--- src/verilog/vr_defs.svh ---
`ifndef VR_DEFS_SVH
`define VR_DEFS_SVH

// Width of one request or reply word
`define VR_DATA_W               64

// Log header memory geometry
`define VR_LOG_DEPTH_W          4
`define VR_LOG_DEPTH            16

// Request type codes, found in the top byte of a request word
`define VR_MSG_SETUP            8'h01
`define VR_MSG_PREPARE          8'h02

// Reply type codes
`define VR_MSG_SETUP_ACK        8'h81
`define VR_MSG_PREPARE_OK       8'h82
`define VR_MSG_PREPARE_NACK     8'h83

`endif

--- src/verilog/vr_pkg.sv ---
`include "vr_defs.svh"

package vr_pkg;

    typedef struct packed {
        logic   [31:0]  src_ip;
        logic   [31:0]  dst_ip;
        logic   [15:0]  src_port;
        logic   [15:0]  dst_port;
    } udp_info;

    typedef struct packed {
        logic   [15:0]  view;
        logic   [15:0]  op_num;
        logic   [15:0]  commit_num;
    } vr_state;

    // Setup request layout, which the replies reuse
    typedef struct packed {
        logic   [7:0]                   msg_type;
        logic   [15:0]                  view;
        logic   [15:0]                  op_num;
        logic   [15:0]                  commit_num;
        logic   [`VR_DATA_W-57:0]       spare;
    } setup_fields;

    typedef struct packed {
        logic   [7:0]                   msg_type;
        logic   [15:0]                  view;
        logic   [15:0]                  op_num;
        logic   [15:0]                  client_id;
        logic   [`VR_DATA_W-57:0]       spare;
    } prep_fields;

    // The type byte sits in the same place in both views
    typedef union packed {
        setup_fields    setup;
        prep_fields     prep;
    } vr_msg_word;

    typedef struct packed {
        logic   [15:0]  view;
        logic   [15:0]  op_num;
        logic   [15:0]  client_id;
    } log_entry_hdr;

    // A reply goes back to where its request came from
    function automatic udp_info swap_addr(input udp_info info);
        udp_info swapped;
        swapped.src_ip   = info.dst_ip;
        swapped.dst_ip   = info.src_ip;
        swapped.src_port = info.dst_port;
        swapped.dst_port = info.src_port;
        return swapped;
    endfunction

endpackage

--- src/verilog/req_splitter.sv ---
`include "vr_defs.svh"

module req_splitter (
     input  logic                   clk
    ,input  logic                   rst

    ,input  logic                   fr_udp_meta_val
    ,input  vr_pkg::udp_info        fr_udp_meta_info
    ,output logic                   fr_udp_meta_rdy

    ,input  logic                   fr_udp_data_val
    ,input  vr_pkg::vr_msg_word     fr_udp_data
    ,output logic                   fr_udp_data_rdy

    ,output logic                   setup_req_val
    ,input  logic                   setup_req_rdy
    ,output logic                   prep_req_val
    ,input  logic                   prep_req_rdy
    ,output vr_pkg::udp_info        req_info
    ,output vr_pkg::vr_msg_word     req_word
);

    logic   info_full;
    logic   word_full;
    logic   req_full;
    logic   is_setup;
    logic   is_prep;
    logic   req_done;

    assign fr_udp_meta_rdy = ~info_full;
    assign fr_udp_data_rdy = ~word_full;
    assign req_full        = info_full & word_full;

    assign is_setup = req_word.setup.msg_type == `VR_MSG_SETUP;
    assign is_prep  = req_word.prep.msg_type == `VR_MSG_PREPARE;

    assign setup_req_val = req_full & is_setup;
    assign prep_req_val  = req_full & is_prep;

    // Unknown types count as done as soon as the pair is complete
    assign req_done = (setup_req_val & setup_req_rdy)
                    | (prep_req_val & prep_req_rdy)
                    | (req_full & ~is_setup & ~is_prep);

    always_ff @(posedge clk) begin
        if (rst) begin
            info_full <= 1'b0;
            word_full <= 1'b0;
        end
        else if (req_done) begin
            info_full <= 1'b0;
            word_full <= 1'b0;
        end
        else begin
            if (fr_udp_meta_val & fr_udp_meta_rdy) begin
                info_full <= 1'b1;
            end
            if (fr_udp_data_val & fr_udp_data_rdy) begin
                word_full <= 1'b1;
            end
        end
    end

    always_ff @(posedge clk) begin
        if (fr_udp_meta_val & fr_udp_meta_rdy) begin
            req_info <= fr_udp_meta_info;
        end
        if (fr_udp_data_val & fr_udp_data_rdy) begin
            req_word <= fr_udp_data;
        end
    end

endmodule

--- src/verilog/setup_eng.sv ---
`include "vr_defs.svh"

module setup_eng (
     input  logic                   clk
    ,input  logic                   rst

    ,input  logic                   req_val
    ,input  vr_pkg::udp_info        req_info
    ,input  vr_pkg::vr_msg_word     req_word
    ,output logic                   req_rdy

    ,output logic                   state_wr_val
    ,output vr_pkg::vr_state        state_wr_data

    ,output logic                   meta_val
    ,output vr_pkg::udp_info        meta_info
    ,input  logic                   meta_rdy

    ,output logic                   data_val
    ,output vr_pkg::vr_msg_word     data
    ,input  logic                   data_rdy
);
    import vr_pkg::*;

    setup_fields    ack;
    logic           accept;

    // Idle means neither reply is still waiting to leave
    assign req_rdy = ~meta_val & ~data_val;
    assign accept  = req_val & req_rdy;

    always_comb begin
        ack          = req_word.setup;
        ack.msg_type = `VR_MSG_SETUP_ACK;
        ack.spare    = '0;
    end

    always_ff @(posedge clk) begin
        if (rst) begin
            state_wr_val <= 1'b0;
            meta_val     <= 1'b0;
            data_val     <= 1'b0;
        end
        else begin
            state_wr_val <= accept;
            if (accept) begin
                meta_val <= 1'b1;
                data_val <= 1'b1;
            end
            else begin
                if (meta_rdy) begin
                    meta_val <= 1'b0;
                end
                if (data_rdy) begin
                    data_val <= 1'b0;
                end
            end
        end
    end

    always_ff @(posedge clk) begin
        if (accept) begin
            meta_info  <= swap_addr(req_info);
            data.setup <= ack;
        end
    end

    // The acknowledgement carries exactly the state being loaded
    assign state_wr_data.view       = data.setup.view;
    assign state_wr_data.op_num     = data.setup.op_num;
    assign state_wr_data.commit_num = data.setup.commit_num;

endmodule

--- src/verilog/prepare_eng.sv ---
`include "vr_defs.svh"

module prepare_eng (
     input  logic                           clk
    ,input  logic                           rst

    ,input  logic                           req_val
    ,input  vr_pkg::udp_info                req_info
    ,input  vr_pkg::vr_msg_word             req_word
    ,output logic                           req_rdy

    ,input  vr_pkg::vr_state                state

    ,output logic                           state_wr_val
    ,output vr_pkg::vr_state                state_wr_data

    ,output logic                           log_wr_val
    ,output logic   [`VR_LOG_DEPTH_W-1:0]   log_wr_addr
    ,output vr_pkg::log_entry_hdr           log_wr_data

    ,output logic                           meta_val
    ,output vr_pkg::udp_info                meta_info
    ,input  logic                           meta_rdy

    ,output logic                           data_val
    ,output vr_pkg::vr_msg_word             data
    ,input  logic                           data_rdy
);
    import vr_pkg::*;

    prep_fields     req;
    setup_fields    reply;
    logic           accept;
    logic           in_order;

    assign req_rdy = ~meta_val & ~data_val;
    assign accept  = req_val & req_rdy;
    assign req     = req_word.prep;

    // Same view and the very next operation number
    assign in_order = (req.view == state.view) && (req.op_num == state.op_num + 16'd1);

    always_comb begin
        reply.msg_type   = in_order ? `VR_MSG_PREPARE_OK : `VR_MSG_PREPARE_NACK;
        reply.view       = state.view;
        reply.op_num     = in_order ? req.op_num : state.op_num;
        reply.commit_num = state.commit_num;
        reply.spare      = '0;
    end

    always_ff @(posedge clk) begin
        if (rst) begin
            state_wr_val <= 1'b0;
            log_wr_val   <= 1'b0;
            meta_val     <= 1'b0;
            data_val     <= 1'b0;
        end
        else begin
            state_wr_val <= accept & in_order;
            log_wr_val   <= accept & in_order;
            if (accept) begin
                meta_val <= 1'b1;
                data_val <= 1'b1;
            end
            else begin
                if (meta_rdy) begin
                    meta_val <= 1'b0;
                end
                if (data_rdy) begin
                    data_val <= 1'b0;
                end
            end
        end
    end

    always_ff @(posedge clk) begin
        if (accept) begin
            meta_info             <= swap_addr(req_info);
            data.setup            <= reply;
            log_wr_addr           <= req.op_num[`VR_LOG_DEPTH_W-1:0];
            log_wr_data.view      <= req.view;
            log_wr_data.op_num    <= req.op_num;
            log_wr_data.client_id <= req.client_id;
        end
    end

    // Only strobed for an accepted prepare, when the reply holds the new state
    assign state_wr_data.view       = data.setup.view;
    assign state_wr_data.op_num     = data.setup.op_num;
    assign state_wr_data.commit_num = data.setup.commit_num;

endmodule

--- src/verilog/out_merger.sv ---
module out_merger (
     input  logic                   clk
    ,input  logic                   rst

    ,input  logic                   setup_meta_val
    ,input  vr_pkg::udp_info        setup_meta_info
    ,output logic                   setup_meta_rdy
    ,input  logic                   setup_data_val
    ,input  vr_pkg::vr_msg_word     setup_data
    ,output logic                   setup_data_rdy

    ,input  logic                   prep_meta_val
    ,input  vr_pkg::udp_info        prep_meta_info
    ,output logic                   prep_meta_rdy
    ,input  logic                   prep_data_val
    ,input  vr_pkg::vr_msg_word     prep_data
    ,output logic                   prep_data_rdy

    ,output logic                   to_udp_meta_val
    ,output vr_pkg::udp_info        to_udp_meta_info
    ,input  logic                   to_udp_meta_rdy
    ,output logic                   to_udp_data_val
    ,output vr_pkg::vr_msg_word     to_udp_data
    ,input  logic                   to_udp_data_rdy
);

    logic   grant_val;
    logic   grant_prep;
    logic   meta_done;
    logic   data_done;
    logic   meta_open;
    logic   data_open;
    logic   meta_hs;
    logic   data_hs;

    // A channel stays open until its half of the granted reply has moved
    assign meta_open = grant_val & ~meta_done;
    assign data_open = grant_val & ~data_done;

    assign to_udp_meta_val  = meta_open & (grant_prep ? prep_meta_val : setup_meta_val);
    assign to_udp_meta_info = grant_prep ? prep_meta_info : setup_meta_info;
    assign to_udp_data_val  = data_open & (grant_prep ? prep_data_val : setup_data_val);
    assign to_udp_data      = grant_prep ? prep_data : setup_data;

    assign setup_meta_rdy = meta_open & ~grant_prep & to_udp_meta_rdy;
    assign prep_meta_rdy  = meta_open & grant_prep & to_udp_meta_rdy;
    assign setup_data_rdy = data_open & ~grant_prep & to_udp_data_rdy;
    assign prep_data_rdy  = data_open & grant_prep & to_udp_data_rdy;

    assign meta_hs = to_udp_meta_val & to_udp_meta_rdy;
    assign data_hs = to_udp_data_val & to_udp_data_rdy;

    always_ff @(posedge clk) begin
        if (rst) begin
            grant_val  <= 1'b0;
            grant_prep <= 1'b0;
            meta_done  <= 1'b0;
            data_done  <= 1'b0;
        end
        else if (~grant_val) begin
            // Setup wins when both engines are waiting
            if (setup_meta_val | setup_data_val) begin
                grant_val  <= 1'b1;
                grant_prep <= 1'b0;
            end
            else if (prep_meta_val | prep_data_val) begin
                grant_val  <= 1'b1;
                grant_prep <= 1'b1;
            end
        end
        else if ((meta_done | meta_hs) & (data_done | data_hs)) begin
            grant_val <= 1'b0;
            meta_done <= 1'b0;
            data_done <= 1'b0;
        end
        else begin
            if (meta_hs) begin
                meta_done <= 1'b1;
            end
            if (data_hs) begin
                data_done <= 1'b1;
            end
        end
    end

endmodule

--- src/verilog/log_hdr_mem.sv ---
`include "vr_defs.svh"

module log_hdr_mem (
     input  logic                           clk

    ,input  logic                           wr_val
    ,input  logic   [`VR_LOG_DEPTH_W-1:0]   wr_addr
    ,input  vr_pkg::log_entry_hdr           wr_data

    ,input  logic   [`VR_LOG_DEPTH_W-1:0]   rd_addr
    ,output vr_pkg::log_entry_hdr           rd_data
);
    import vr_pkg::*;

    log_entry_hdr   mem [0:`VR_LOG_DEPTH-1];

    always_ff @(posedge clk) begin
        if (wr_val) begin
            mem[wr_addr] <= wr_data;
        end
        rd_data <= mem[rd_addr];
    end

endmodule

--- src/verilog/vr_engine.sv ---
`include "vr_defs.svh"

module vr_engine (
     input  logic                           clk
    ,input  logic                           rst

    ,input  logic                           fr_udp_meta_val
    ,input  vr_pkg::udp_info                fr_udp_meta_info
    ,output logic                           fr_udp_meta_rdy

    ,input  logic                           fr_udp_data_val
    ,input  vr_pkg::vr_msg_word             fr_udp_data
    ,output logic                           fr_udp_data_rdy

    ,output logic                           to_udp_meta_val
    ,output vr_pkg::udp_info                to_udp_meta_info
    ,input  logic                           to_udp_meta_rdy

    ,output logic                           to_udp_data_val
    ,output vr_pkg::vr_msg_word             to_udp_data
    ,input  logic                           to_udp_data_rdy

    ,input  logic   [`VR_LOG_DEPTH_W-1:0]   log_rd_addr
    ,output vr_pkg::log_entry_hdr           log_rd_data
);
    import vr_pkg::*;

    vr_state                        state_reg;

    logic                           setup_req_val;
    logic                           setup_req_rdy;
    logic                           prep_req_val;
    logic                           prep_req_rdy;
    udp_info                        req_info;
    vr_msg_word                     req_word;

    logic                           setup_state_wr_val;
    vr_state                        setup_state_wr_data;
    logic                           prep_state_wr_val;
    vr_state                        prep_state_wr_data;

    logic                           log_wr_val;
    logic   [`VR_LOG_DEPTH_W-1:0]   log_wr_addr;
    log_entry_hdr                   log_wr_data;

    logic                           setup_meta_val;
    udp_info                        setup_meta_info;
    logic                           setup_meta_rdy;
    logic                           setup_data_val;
    vr_msg_word                     setup_data;
    logic                           setup_data_rdy;

    logic                           prep_meta_val;
    udp_info                        prep_meta_info;
    logic                           prep_meta_rdy;
    logic                           prep_data_val;
    vr_msg_word                     prep_data;
    logic                           prep_data_rdy;

    // Setup overrides a prepare update landing in the same cycle
    always_ff @(posedge clk) begin
        if (rst) begin
            state_reg <= '0;
        end
        else if (setup_state_wr_val) begin
            state_reg <= setup_state_wr_data;
        end
        else if (prep_state_wr_val) begin
            state_reg <= prep_state_wr_data;
        end
    end

    req_splitter splitter (
         .clk               (clk                )
        ,.rst               (rst                )
        ,.fr_udp_meta_val   (fr_udp_meta_val    )
        ,.fr_udp_meta_info  (fr_udp_meta_info   )
        ,.fr_udp_meta_rdy   (fr_udp_meta_rdy    )
        ,.fr_udp_data_val   (fr_udp_data_val    )
        ,.fr_udp_data       (fr_udp_data        )
        ,.fr_udp_data_rdy   (fr_udp_data_rdy    )
        ,.setup_req_val     (setup_req_val      )
        ,.setup_req_rdy     (setup_req_rdy      )
        ,.prep_req_val      (prep_req_val       )
        ,.prep_req_rdy      (prep_req_rdy       )
        ,.req_info          (req_info           )
        ,.req_word          (req_word           )
    );

    setup_eng setup (
         .clk               (clk                )
        ,.rst               (rst                )
        ,.req_val           (setup_req_val      )
        ,.req_info          (req_info           )
        ,.req_word          (req_word           )
        ,.req_rdy           (setup_req_rdy      )
        ,.state_wr_val      (setup_state_wr_val )
        ,.state_wr_data     (setup_state_wr_data)
        ,.meta_val          (setup_meta_val     )
        ,.meta_info         (setup_meta_info    )
        ,.meta_rdy          (setup_meta_rdy     )
        ,.data_val          (setup_data_val     )
        ,.data              (setup_data         )
        ,.data_rdy          (setup_data_rdy     )
    );

    prepare_eng prep_eng (
         .clk               (clk                )
        ,.rst               (rst                )
        ,.req_val           (prep_req_val       )
        ,.req_info          (req_info           )
        ,.req_word          (req_word           )
        ,.req_rdy           (prep_req_rdy       )
        ,.state             (state_reg          )
        ,.state_wr_val      (prep_state_wr_val  )
        ,.state_wr_data     (prep_state_wr_data )
        ,.log_wr_val        (log_wr_val         )
        ,.log_wr_addr       (log_wr_addr        )
        ,.log_wr_data       (log_wr_data        )
        ,.meta_val          (prep_meta_val      )
        ,.meta_info         (prep_meta_info     )
        ,.meta_rdy          (prep_meta_rdy      )
        ,.data_val          (prep_data_val      )
        ,.data              (prep_data          )
        ,.data_rdy          (prep_data_rdy      )
    );

    out_merger merger (
         .clk               (clk                )
        ,.rst               (rst                )
        ,.setup_meta_val    (setup_meta_val     )
        ,.setup_meta_info   (setup_meta_info    )
        ,.setup_meta_rdy    (setup_meta_rdy     )
        ,.setup_data_val    (setup_data_val     )
        ,.setup_data        (setup_data         )
        ,.setup_data_rdy    (setup_data_rdy     )
        ,.prep_meta_val     (prep_meta_val      )
        ,.prep_meta_info    (prep_meta_info     )
        ,.prep_meta_rdy     (prep_meta_rdy      )
        ,.prep_data_val     (prep_data_val      )
        ,.prep_data         (prep_data          )
        ,.prep_data_rdy     (prep_data_rdy      )
        ,.to_udp_meta_val   (to_udp_meta_val    )
        ,.to_udp_meta_info  (to_udp_meta_info   )
        ,.to_udp_meta_rdy   (to_udp_meta_rdy    )
        ,.to_udp_data_val   (to_udp_data_val    )
        ,.to_udp_data       (to_udp_data        )
        ,.to_udp_data_rdy   (to_udp_data_rdy    )
    );

    log_hdr_mem log_hdrs (
         .clk               (clk                )
        ,.wr_val            (log_wr_val         )
        ,.wr_addr           (log_wr_addr        )
        ,.wr_data           (log_wr_data        )
        ,.rd_addr           (log_rd_addr        )
        ,.rd_data           (log_rd_data        )
    );

endmodule

--- config.mk ---
export PLATFORM = sky130hd
export DESIGN_NAME = vr_engine
export DESIGN_NICKNAME = d
export VERILOG_FILES = /design/src/verilog/vr_pkg.sv /design/src/verilog/req_splitter.sv /design/src/verilog/setup_eng.sv /design/src/verilog/prepare_eng.sv /design/src/verilog/out_merger.sv /design/src/verilog/log_hdr_mem.sv /design/src/verilog/vr_engine.sv
export VERILOG_INCLUDE_DIRS = /design/src /design/src/verilog
export SDC_FILE = /design/constraint.sdc
export NUM_CORES = 1
export LEC_CHECK = 0
export BUFFER_PORTS_ARGS = -buffer_cell sky130_fd_sc_hd__buf_2
export CORE_MARGIN = 2
export CORE_UTILIZATION = 40
export CTS_BUF_LIST = sky130_fd_sc_hd__clkbuf_2
export DETAILED_ROUTE_END_ITERATION = 10
export MAX_ROUTING_LAYER = met4
export PLACE_DENSITY = 0.64
export RECOVER_POWER = 100
export SETUP_SLACK_MARGIN = 0.05
export SYNTH_ARGS = -nofsm -noshare
export SYNTH_HDL_FRONTEND = slang
export SYNTH_HIERARCHICAL = 1
export SYNTH_SLANG_ARGS = --single-unit
export TNS_END_PERCENT = 1
--- constraint.sdc ---
create_clock -name clk -period 8.05 [get_ports clk]
set_clock_uncertainty 0.15 [all_clocks]
set_input_delay 0.4025 -clock clk [delete_from_list [all_inputs] [get_ports clk]]
set_output_delay 0.4025 -clock clk [all_outputs]
set_load 0.01 [all_outputs]
# After elaboration in Yosys (flattened, before gate mapping)
# Memory sizes are Yosys's and may differ from the RTL's. A register that Yosys moved wholly into a read port is not among the register bits.
# Cells that the tools add are included.
[classes]
muxes = 28
n_addsub = 1
reduce_logical = 13
bitwise = 45
n_eq_ne = 4
[op_table]
columns = ["operator", "count"]
rows = [
  ["two-way mux 48 bit", 2],
  ["two-way mux 96 bit", 1],
  ["two-way mux 64 bit", 1],
  ["== test 16 bit", 2],
  ["bitwise AND 1 bit", 27],
  ["two-way mux 1 bit", 23],
  ["adder 16 x 1 -> 16 bit (second input constant)", 1],
  ["two-way mux 16 bit", 1],
  ["nonzero test 2 bit", 8],
  ["inverter 1 bit", 12],
  ["== test 8 x 1 -> 1 bit (second input constant)", 1],
  ["== test 8 x 2 -> 1 bit (second input constant)", 1],
  ["OR 1 bit", 6],
  ["AND reduction 2 bit", 3],
  ["OR reduction 2 bit", 1],
  ["logical AND 1 bit", 1],
]
[totals]
output_inout_bits = 212
memories = 1
ff_bits = 568
elab_cells = 126
mem_bits_rw = 768
inputBits = 170
[mem_list]
columns = ["name", "words", "width", "read_ports", "rd_clocked_by_memory_dff", "write_ports", "line", "rtl"]
rows = [
  ["log_hdrs.mem", 16, 48, 1, 1, 1, "log_hdr_mem.sv:15", "log_entry_hdr mem [0:`VR_LOG_DEPTH-1];"],
]

# Depth between registers and ports, before layout
[logic_depth]
ltp_word = 8
depth_mapped = 9
mapped_depth_nobuf = 8

# By module
# Netlist, hierarchy kept.
[by_module_without_submodules]
columns = ["mod", "cells_per_inst", "area_each_um2", "seq_area_each_um2", "n_inst"]
rows = [
  ["log_hdr_mem", 1242, 29694.7, 24023.0, 1],
  ["prepare_eng", 392, 7412.1, 5855.6, 1],
  ["req_splitter", 178, 4963.5, 4844.6, 1],
  ["setup_eng", 221, 4918.5, 4384.2, 1],
  ["vr_engine", 214, 2252.2, 960.9, 1],
  ["out_merger", 210, 2243.4, 80.1, 1],
]

# Worst setup path after synthesis
# OpenSTA, ideal clock, no wires.
[synth_timing]
kind = "register to register"
start = "reg splitter/req_word[59] (netlist bit)"
end = "reg prep_eng/data[10] (netlist bit), enable pin"
setup_ns = 0.545
path_slack_ns = 2.484
arrival_ns = 4.872
synth_period_minus_slack_ns = 5.566
stages_incl_launch_ff = 6
path_buffers = 0
required_time_ns = 7.355
path_cell_list = "edfxtp_1 nor4_4 nand4_1 nor3b_1 nand2_1 inv_1"
[synth_via]
elab_chain_len = 3
[synth_rtl]
columns = ["element", "line", "rtl"]
rows = [
  ["start: declaration", "req_splitter.sv:20", ",output vr_pkg::vr_msg_word req_word"],
  ["start signal: assignment", "req_splitter.sv:69", "req_word <= fr_udp_data;"],
  ["== test 8 x 2 -> 1 bit (no line)", "-", ""],
  ["bitwise AND 1 bit", "req_splitter.sv:38", "assign prep_req_val = req_full & is_prep;"],
  ["named net prep_req_val", "vr_engine.sv:32", "logic prep_req_val;"],
  ["bitwise AND 1 bit", "prepare_eng.sv:37", "assign accept = req_val & req_rdy;"],
  ["named net prep_eng.accept", "prepare_eng.sv:33", "logic accept;"],
  ["end: declaration", "prepare_eng.sv:26", ",output vr_pkg::vr_msg_word data"],
]
# The timed path passes the listed nets, and every way through them passes these cells.
# A chain may end at the register's enable or synchronous reset.

# Final worst setup path
[layout_timing]
start = "reg prep_eng.log_wr_val"
end = "mem log_hdrs/mem[1][5] (netlist bit), enable pin"
[layout_via]
elab_chain_len = 2
[layout_rtl]
columns = ["element", "line", "rtl"]
rows = [
  ["start: declaration", "prepare_eng.sv:17", ",output logic log_wr_val"],
  ["start signal: assignment", "prepare_eng.sv:60", "log_wr_val <= accept & in_order;"],
  ["two-way mux 1 bit", "log_hdr_mem.sv:18", "if (wr_val) begin"],
  ["two-way mux 1 bit (implied by the code)", "log_hdr_mem.sv:19", "mem[wr_addr] <= wr_data;"],
  ["end: declaration", "log_hdr_mem.sv:15", ""],
]
# No other way between the ends.

==> flow_metrics.env <==
export IMPL_outcome="finished, violations left"
export IMPL_fillers=10420
export IMPL_power_share_switching_pct=23.90
export IMPL_violations="capacitance limit, slew limit"
export IMPL_whs_ps=263.7
export IMPL_crit_fanout=28
export IMPL_post_route_drc_count=0
export IMPL_vias=27350
export IMPL_drv_slew=1021
export IMPL_critPathArrivalTime_ps=7260
export IMPL_die_area_sq_um=131000
export IMPL_cp_top_family="simple AND/OR/NAND/NOR gates"
export IMPL_regArea_sq_um=39910
export IMPL_cts_setup_buffers=0
export IMPL_clk_pin_slew_ps=120
export IMPL_chipHeight_um=361.9
export IMPL_power_density_nw_per_um2=210.4
export IMPL_gp_congestion=0.7885
export IMPL_period_minus_slack_ps=6206
export IMPL_min_path_type="reg -> reg"
export IMPL_min_to="prep_eng/data[13]"
export IMPL_timing_worst_setup_path_type="reg -> reg"
export IMPL_synthToLayoutAreaGrowth_pct=20.19
export IMPL_setup_violations=0
export IMPL_syn_inst=2449
export IMPL_combPwrFrac_pct=4.6
export IMPL_netlist_area_sq_um=51240
export IMPL_setup_worst_path_start_class="register"
export IMPL_clkPwrFrac_pct=35.2
export IMPL_vias_per_cell=5.057
export IMPL_fin_crit_sh_pct=77.09
export IMPL_ant_nets=0
export IMPL_reg2reg_depth=3
export IMPL_final_common_cell="edfxtp_1"
export IMPL_cts_resized_gates=0
export IMPL_setup_ws_ps=1844
export IMPL_wirelength_um=127700
export IMPL_place_hpwl_um=68000
export IMPL_crit_path_end_kind="register"
export IMPL_multi_input_area_sq_um=9672
export IMPL_slowest_delay_ps=2560
export IMPL_min_path_cells=0
export IMPL_seq_power_share_pct=60.2
export IMPL_ir_drop_uv=144.7
export IMPL_rr_endpoint="log_hdrs/mem[1][5]"
export IMPL_htreeDepth=5
export IMPL_grt_overflow=0
export IMPL_crit_slowest_cell="nor2_1"
export IMPL_first_iter_violations=2111
export IMPL_cts_tree="done"
export IMPL_avgSynthCellArea_sq_um=20.92
export IMPL_power_switching_uw=3097
export IMPL_design_power_total_uw=12960
export IMPL_ios=382
export IMPL_intPower_uw=9861
export IMPL_cap_violations=32
export IMPL_grt_max_degree=112
export IMPL_port_buffers=359
export IMPL_r2r_slack_ps=1840
export IMPL_hold_violations=0
export IMPL_final_nets=3659
export IMPL_grt_pass1_vias=29740
export IMPL_place_ws_ps=4010
export IMPL_final_cell_mix="edfxtp_1 (1257), clkbuf_2 (500), dlygate4sd3_1 (496), clkbuf_1 (198), mux4_2 (192)"
export IMPL_largest_reg_flops=768
export IMPL_ys_warn_count=6
export IMPL_r2r_start="prep_eng/log_wr_val"
export IMPL_first_pass_iters=7
export IMPL_fin_cells=5408
export IMPL_regMostFlops="log_hdrs/mem"
export IMPL_drive_gt1_share_pct=28.80
export IMPL_fmax_mhz=161.1
export IMPL_hold_start="state_reg[5]"
export IMPL_p_leak_uw=0.02071
export IMPL_worst_slew_pin_slew_ps=4756
export IMPL_dp_cells=4296
export IMPL_tns_ps=0
export IMPL_root_buffer="clkbuf_2"
export IMPL_worst_path_buf_inv=1
export IMPL_die_x_um=361.9
export IMPL_crit_chain="or3b_2 -> nor2_1 -> buf_4"
export IMPL_antenna_found_initial=11
export IMPL_clkLatencyLatePin_ps=1630
export IMPL_start_util_pct=40.24
export IMPL_required_ps=9110
export IMPL_routedWlPerCell_um=23.62
export IMPL_core_sq_um=127400
export IMPL_cts_sinks=1365
export IMPL_rows=131
export IMPL_slew_headroom_pct=-217.1
export IMPL_cts_buffers=354
export IMPL_clockBufferDepth=4
export IMPL_grtUsageTotal_pct=20.01
export IMPL_grt_pass1_wl_um=187500
export IMPL_rsz0062_at_grt="no"
==> worst max-delay path by stage <==
stage,startpoint,slack (ps),cells after the start,end
2_1_floorplan,splitter/req_word[59],2480,5,prep_eng/data[10]
5_1_grt,prep_eng/log_wr_val,1610,3,log_hdrs/mem[1][5]
3_3_place_gp,splitter/req_word[59],4010,6,prep_eng/meta_info[91]
4_1_cts,merger/grant_prep,3160,4,to_udp_data_val
3_5_place_dp,splitter/req_word[59],4010,6,prep_eng/meta_info[91]
6_report,prep_eng/log_wr_val,1840,3,log_hdrs/mem[1][5]
==> through the flow <==
stage,area (sq um),utilization [%]
finish,61590,48.36
global route,61590,48.36
CTS,62090,48.76
detailed placement,54030,42.43
global placement,54030,42.43
floorplan,51350,-
==> power groups by stage <==
stage,Clock (uW),Combinational [uW],Sequential (uW)
after floorplan,0,233,7950
after global placement,0,388,7960
after detailed placement,0,395,7960
after CTS,4700,586,7800
after global routing,5090,639,7810
final,4560,594,7800
==> metal layers <==
metal | global-route usage (%) | routed length [um]
met1 | 23.82 | 50040
met5 | - | 0
met4 | 6.078 | 2371
met3 | 5.888 | 10760
met2 | 32.94 | 64560
==> layout make-up <==
type / count / area share [%]
flip-flops and latches: 1365 / 64.80
multi-input cells: 861 / 15.70
repair buffers: 895 / 11.08
clock buffers: 498 / 4.047
well taps: 1662 / 3.376
clock inverters: 110 / 0.8898
inverters: 11 / 0.08126
diodes: 6 / 0.02438
==> repair_timing <==
item,in CTS,in global routing
endpoints found under the hold margin,412,0
setup endpoints to repair,0,0
hold buffers,498,0
Note: power is estimated with default switching activity, not from simulation.
